--- config.mk ---
export PLATFORM = sky130hd
export DESIGN_NAME = miss_port
export DESIGN_NICKNAME = d
export VERILOG_FILES = /design/src/design/tri_mem_pkg.sv /design/src/design/miss_port.sv
export VERILOG_INCLUDE_DIRS = /design/src /design/src/design
export SDC_FILE = /design/constraint.sdc
export NUM_CORES = 1
export LEC_CHECK = 0
export BUFFER_PORTS_ARGS = -buffer_cell sky130_fd_sc_hd__buf_4
export CAP_MARGIN = 15
export CORE_AREA = 2 2 131 133
export CTS_BUF_LIST = sky130_fd_sc_hd__clkbuf_16
export DETAILED_ROUTE_END_ITERATION = 10
export DIE_AREA = 0 0 133 135
export GPL_ROUTABILITY_DRIVEN = 0
export PLACE_DENSITY_LB_ADDON = 0.3
export SETUP_SLACK_MARGIN = 0.3
export SYNTH_ARGS = -nofsm -noshare
export SYNTH_HDL_FRONTEND = slang
export SYNTH_SLANG_ARGS = --single-unit
--- constraint.sdc ---
create_clock -name clk_i -period 13.02 [get_ports clk_i]
set_clock_uncertainty 0.05 [all_clocks]
set_input_delay 0.651 -clock clk_i [delete_from_list [all_inputs] [get_ports clk_i]]
set_output_delay 0.651 -clock clk_i [all_outputs]
set_load 0.05 [all_outputs]
--- src/design/tri_mem_cfg.svh ---
// Line-refill memory configuration: address, line, way and memory sizes
`ifndef TRI_MEM_CFG_SVH
`define TRI_MEM_CFG_SVH

// Physical address width
`define TRI_PLEN 32

// Cache line is 16 bytes
`define TRI_LINE_WIDTH 128
`define TRI_LINE_OFFSET 4

// Backing store size, index width must match
`define TRI_MEM_LINES 64
`define TRI_MEM_IDX_W 6

// Victim way width, same for both caches
`define TRI_WAY_W 2

`endif

--- src/design/tri_mem_pkg.sv ---
// Shared types for the line-refill memory: payload vectors, request structs, enums
`default_nettype none

`include "tri_mem_cfg.svh"

package tri_mem_pkg;

  typedef logic [`TRI_PLEN-1:0]       paddr_t;
  typedef logic [`TRI_LINE_WIDTH-1:0] line_t;
  typedef logic [`TRI_WAY_W-1:0]      way_t;
  typedef logic [`TRI_MEM_IDX_W-1:0]  line_idx_t;

  // Requester of a memory access
  typedef enum logic [1:0] {
    SRC_IC = 2'd0,
    SRC_DC = 2'd1,
    SRC_WB = 2'd2
  } req_src_e;

  typedef struct packed {
    paddr_t paddr;
    way_t   way;
  } miss_req_t;

  typedef struct packed {
    paddr_t paddr;
    way_t   way;
    line_t  data;
  } refill_t;

  typedef struct packed {
    paddr_t paddr;
    line_t  data;
  } wb_req_t;

  // A read tagged SRC_WB is an idle slot
  typedef struct packed {
    logic      we;
    line_idx_t idx;
    line_t     wdata;
    req_src_e  src;
  } mem_req_t;

  typedef struct packed {
    logic     valid;
    req_src_e src;
    line_t    data;
  } mem_rsp_t;

  typedef enum logic [1:0] {
    MP_IDLE,
    MP_WAIT_GRANT,
    MP_WAIT_DATA,
    MP_REFILL
  } miss_state_e;

endpackage

`default_nettype wire

--- src/design/miss_port.sv ---
// Miss port: holds one outstanding cache miss and returns its refill
`timescale 1ns/1ps
`default_nettype none

`include "tri_mem_cfg.svh"

module miss_port
  import tri_mem_pkg::*;
#(
  parameter req_src_e SRC = SRC_IC
) (
  input  wire logic      clk_i,
  input  wire logic      arst_n_i,

  // Miss request from the cache
  input  wire logic      miss_valid_i,
  output logic           miss_ready_o,
  input  wire miss_req_t miss_req_i,

  // Refill back to the cache
  output logic           refill_valid_o,
  input  wire logic      refill_ready_i,
  output refill_t        refill_o,

  // Arbiter side
  output logic           rd_req_o,
  output line_idx_t      rd_idx_o,
  input  wire logic      grant_i,

  // Shared memory response
  input  wire mem_rsp_t  mem_rsp_i
);

  miss_state_e state_q, state_d;
  miss_req_t   req_q;
  line_t       data_q;
  logic        rsp_hit;

  // Only our own tagged response counts
  assign rsp_hit = mem_rsp_i.valid && (mem_rsp_i.src == SRC) && (state_q == MP_WAIT_DATA);

  assign miss_ready_o   = (state_q == MP_IDLE);
  assign rd_req_o       = (state_q == MP_WAIT_GRANT);
  assign refill_valid_o = (state_q == MP_REFILL);
  assign rd_idx_o       = req_q.paddr[`TRI_LINE_OFFSET +: `TRI_MEM_IDX_W];

  // Refill address is line aligned
  assign refill_o = '{
    paddr: {req_q.paddr[`TRI_PLEN-1:`TRI_LINE_OFFSET], {`TRI_LINE_OFFSET{1'b0}}},
    way:   req_q.way,
    data:  data_q
  };

  always_comb begin
    state_d = state_q;
    unique case (state_q)
      MP_IDLE: begin
        if (miss_valid_i) state_d = MP_WAIT_GRANT;
      end
      MP_WAIT_GRANT: begin
        if (grant_i) state_d = MP_WAIT_DATA;
      end
      MP_WAIT_DATA: begin
        if (rsp_hit) state_d = MP_REFILL;
      end
      MP_REFILL: begin
        if (refill_ready_i) state_d = MP_IDLE;
      end
      default: state_d = MP_IDLE;
    endcase
  end

  always_ff @(posedge clk_i or negedge arst_n_i) begin
    if (!arst_n_i) begin
      state_q <= MP_IDLE;
    end else begin
      state_q <= state_d;
    end
  end

  // Miss payload and returned line
  always_ff @(posedge clk_i) begin
    if (miss_valid_i && miss_ready_o) begin
      req_q <= miss_req_i;
    end
    if (rsp_hit) begin
      data_q <= mem_rsp_i.data;
    end
  end

endmodule

`default_nettype wire

* Word-level counts from Yosys, hierarchy flattened
Cells that the tools add are included.
Operators by class: equality and inequality tests 7, muxes and demuxes 5, reductions and logical operators 6
Operators by type and width (number):
- 2-bit 2-to-1 mux | 4
- 2-bit case mux with 4 select lines | 1
- 2-bit equality test, second input constant | 2
- 2-bit logical NOT | 2
- 2-bit by 1-bit != test with 1-bit output, second input constant | 2
- 2-bit != test, second input constant | 2
- 4-bit AND reduction | 1
- 1-bit logical AND | 3
- 2-bit by 1-bit equality test with 1-bit output, second input constant | 1
Word-level totals: register bits 164, bits of input ports 170, logic and storage cells 22

* Longest topological paths before layout
word-level depth 5, mapped depth 5

* Least setup slack after synthesis
No wires, ideal clock.
path kind input-to-reg, start point input mem_rsp_i[129] (netlist bit), end point register data_q[0], enable pin, setup time 0.617 ns, arrival 6.390 ns, data required time 12.353 ns, path slack 5.963 ns, cell stages on the path 2, path through or3b_4 nor2_1
Between the ends: longest elaborated chain between the ends 3
Ends and longest elaborated chain:
- start, declared | RTL line miss_port.sv:31 | input wire mem_rsp_t mem_rsp_i
- 2-bit logical NOT | RTL line miss_port.sv:40 | assign rsp_hit = mem_rsp_i.valid && (mem_rsp_i.src == SRC) && (state_q == MP_WAIT_DATA);
- 1-bit logical AND (2 in series) | RTL line miss_port.sv:40
- named net rsp_hit | RTL line miss_port.sv:37 | logic rsp_hit;
- end signal, assigned | RTL line miss_port.sv:87 | data_q <= mem_rsp_i.data;
- end, declared | RTL line miss_port.sv:36 | line_t data_q;
The timed path passes the listed nets, and every way through them passes these cells. A chain may end at the register's enable or synchronous reset.

* Worst setup path after layout
start point register state_q[0], end point register data_q[28], enable pin
Between the ends: longest elaborated chain between the ends 2
Ends and longest elaborated chain:
- start, declared | RTL line miss_port.sv:34 | miss_state_e state_q, state_d;
- start signal, assigned | RTL line miss_port.sv:77 | state_q <= state_d;
- 2-bit equality test | RTL line miss_port.sv:40
- 1-bit logical AND | RTL line miss_port.sv:40
- named net rsp_hit | RTL line miss_port.sv:37
The timed path passes the listed nets, and every way through them passes these cells.

==> key figures <==
Critical path
  • Worst path slowest cell: buf_4
  • Worst path max stage delay: around 0.88 ns
  • Kind of critical path: register to register
  • Worst path arrival time: about 2.8 ns
  • CP cell instances: inv_1 > ha_1 > inv_1 > nor2_4 > buf_4
  • Crit end category: register
  • Crit-path max FO: 83
  • CP most frequent cell: inv_1
  • Critical Path Source Type: register
  • Setup slack, reg-to-reg: around 10 ns
  • CP required: about 13 ns

GRT
  • GRT Resource Usage Total: between 10% and 20%
  • Total grt overflow: 0
  • Vias in the first global route: 3294
  • First-pass GRT wire length: between 15 and 20 mm
  • Initial antenna violation count: 0
  • Largest net degree at the start of global routing: 84

Logic synthesis
  • Yosys top cell by area: edfxtp_1
  • Yosys reg bits: between 150 and 200
  • EDFF count, synth: around 160
  • Ys Warns: 0
  • Top-count cell post-synth: edfxtp_1
  • Post-Syn Instances: roughly 190
  • Synth top area share: between 90% and 100%
  • Post-synth ARST share: roughly 1.3%
  • Synth top area cells: edfxtp_1 94%, buf_4 1.5%, dfrtp_1 0.99%, ha_1 0.99%, a2111oi_4 0.55%
  • Synth Flop Type: edfxtp_1
  • Sequential area share after synthesis: between 90% and 100%
  • Syn_area_per_cell: 26.8 um2
  • Yosys cell types: 14
  • Top cells by count, synth: 158 x edfxtp_1, 10 x buf_4, 4 x ha_1
  • Post-Synthesis Cell Area: ~0.0050 mm2

Placement
  • Hpwl dp: between 9 and 10 mm
  • Placed Area: approximately 0.0078 mm2
  • Port buffer count: approximately 330
  • Dpl ws: 9.37 ns

STA
  • Final worst-path cycle share: between 20% and 30%
  • Tightest Pin Transition: approximately 1.1 ns
  • Final setup violation count: 0
  • Final hold vios: 0
  • Max transition margin: between 20% and 30%
  • Highest clock rate: approximately 350 MHz
  • Setup TNS: 0 ns
  • Min Tclk post-route: between 2 and 3 ns
  • Fin. max-slew vios: 0
  • Final WS setup: between 10 and 15 ns
  • RSZ-0062 raised after global routing: no

Floorplanning
  • Die Ht: 135 um
  • Die X-Extent: ~130 um
  • Core ar.: about 0.016 mm2
  • Die footprint: roughly 0.018 mm2
  • Initial core utilization: between 30% and 40%
  • Ports: between 300 and 400
  • Rows: 47

Final layout
  • Final net count: 710
  • Area grow syn2layout: 65.3%
  • Final instance area: ~0.0083 mm2
  • Fillers: 1383
  • Layout cells sized above 1: approximately two thirds
  • Ant diodes: 0

Drt
  • WL/cell: approximately 17 um
  • Via count: 3134
  • DRT Pass-1 Iters: 4
  • Residual DRC: 0
  • Post-Route WL: between 10 and 15 mm
  • Routed vias/inst: slightly above 4
  • Post-DRT Antenna Nets: 0
  • Initial DRC Count: ~130

Clocking
  • CTS Buf Count: 17
  • Clock Tree Root: clkbuf_16
  • Clock Latency Late Sink: slightly above 0.4 ns
  • CTS clk-pin slew, worst paths: roughly 0.060 ns
  • Htree depth: 4
  • CTS Buffer Depth: 2
  • Clock sinks: 160
  • CTS tree: done
  • Post_cts resized: 0

Power and ir drop
  • Power Internal: 0.000977 W
  • Power Density: approximately 170 mW/mm2
  • Max rail drop VDD: 78.2 uV
  • Combinational power share: around 22%
  • Switching share of total power: 29.2%
  • Reg power frac: between 40% and 50%
  • Clk network pwr share: about a third
  • Pleak: ~3.4 nW
  • Switch Pwr: between 0.0004 and 0.0005 W

Run
  • Max-cap viol count: 0

Hold path
  • HP Class: input pin to register

Run status
  • Status: complete, no violations
[layer usage]
layer	part of all wire, %	GRT usage [%]
met1	32	12.6
met2	55	24.7
met3	11	6.46
met4	2.3	7.05
met5	0	0
[power groups by stage]
stage	registers, W	clock network (W)	logic [W]
after floorplan	0.000757	0	0.0000846
after global placement	0.000639	0	0.000303
after detailed placement	0.000641	0	0.000306
after CTS	0.000631	0.000458	0.000307
after global routing	0.000633	0.000480	0.000319
final	0.000630	0.000444	0.000306
[per-stage QoR]
step | instances | utilization [%] | power [W] | hold WS [ns]
after CTS | 766 | 50.6 | 0.00140 | 0.337
final | 767 | 50.7 | 0.00138 | 0.360
after detailed placement | 735 | 47.3 | 0.000948 | 0.388
after floorplan | 191 | - | 0.000841 | 0.305
after global placement | 735 | 47.3 | 0.000942 | 0.387
after global routing | 767 | 50.7 | 0.00143 | 0.333
[registers in the layout, indices dropped and copies added (netlist names)]
| signal | count |
|---|---|
| refill_o | 24 |
| rd_idx_o | 6 |
| state_q | 2 |
| data_q | 128 |
[final timing paths]
kind / from / endpoint / cells past startpoint
worst min register to register: state_q[0] / state_q[0] / 1
max in group asynchronous: arst_n_i / state_q[1] / 2
min in group asynchronous: arst_n_i / state_q[0] / 2
worst max register to register: state_q[0] / data_q[28] / 5
worst min-delay path: mem_rsp_i[9] / data_q[9] / 1
worst max-delay path: state_q[0] / data_q[28] / 5
[kinds of logic after synthesis]
kind of cell / count (synthesis) / share of synthesized area (%)
adders and majority gates: 4 / 0.994
buffers and inverters: 13 / 1.71
and+or+nand+nor: 7 / 0.920
other: 1 / 0.0745
muxes: 1 / 0.298
AOI/OAI and AO/OA: 2 / 0.770
DFF: 160 / 95.2
[area by class of cell]
cell class | instances | area [um2] | area share, %
sequential | 160 | 4790 | 57.6
multi-input combinational | 18 | 173 | 2.07
tap | 220 | 275 | 3.31
timing repair buffer | 336 | 2540 | 30.6
clock inverter | 13 | 100 | 1.20
inverter | 3 | 11.3 | 0.135
clock buffer | 17 | 425 | 5.11
[worst max-delay path, delay by kind of cell (launching register included)]
kind,cells,cell delay [ns]
adder cells (fa/ha/maj),1,0.23
buffers and inverters,3,1.06
flip-flops,1,0.41
AND/OR/NAND/NOR,1,0.61
[cells in the final DEF (no fill, tap or decap), types with 2 or more instances in the layout]
cell and instances:
buf_4 334, edfxtp_1 158, clkbuf_16 17, clkinv_2 6, inv_1 5, ha_1 4, conb_1 4, nor2b_1 3
clkinvlp_4 2, dfrtp_1 2
[repair_timing]
action / 4_1_cts / 5_1_grt
setup endpoints to repair: 0 / 0
endpoints found under the hold margin: 2 / 0
hold buffers: 1 / 0
buffers inserted: 0 / 0
(Power assumes the default switching activity.)
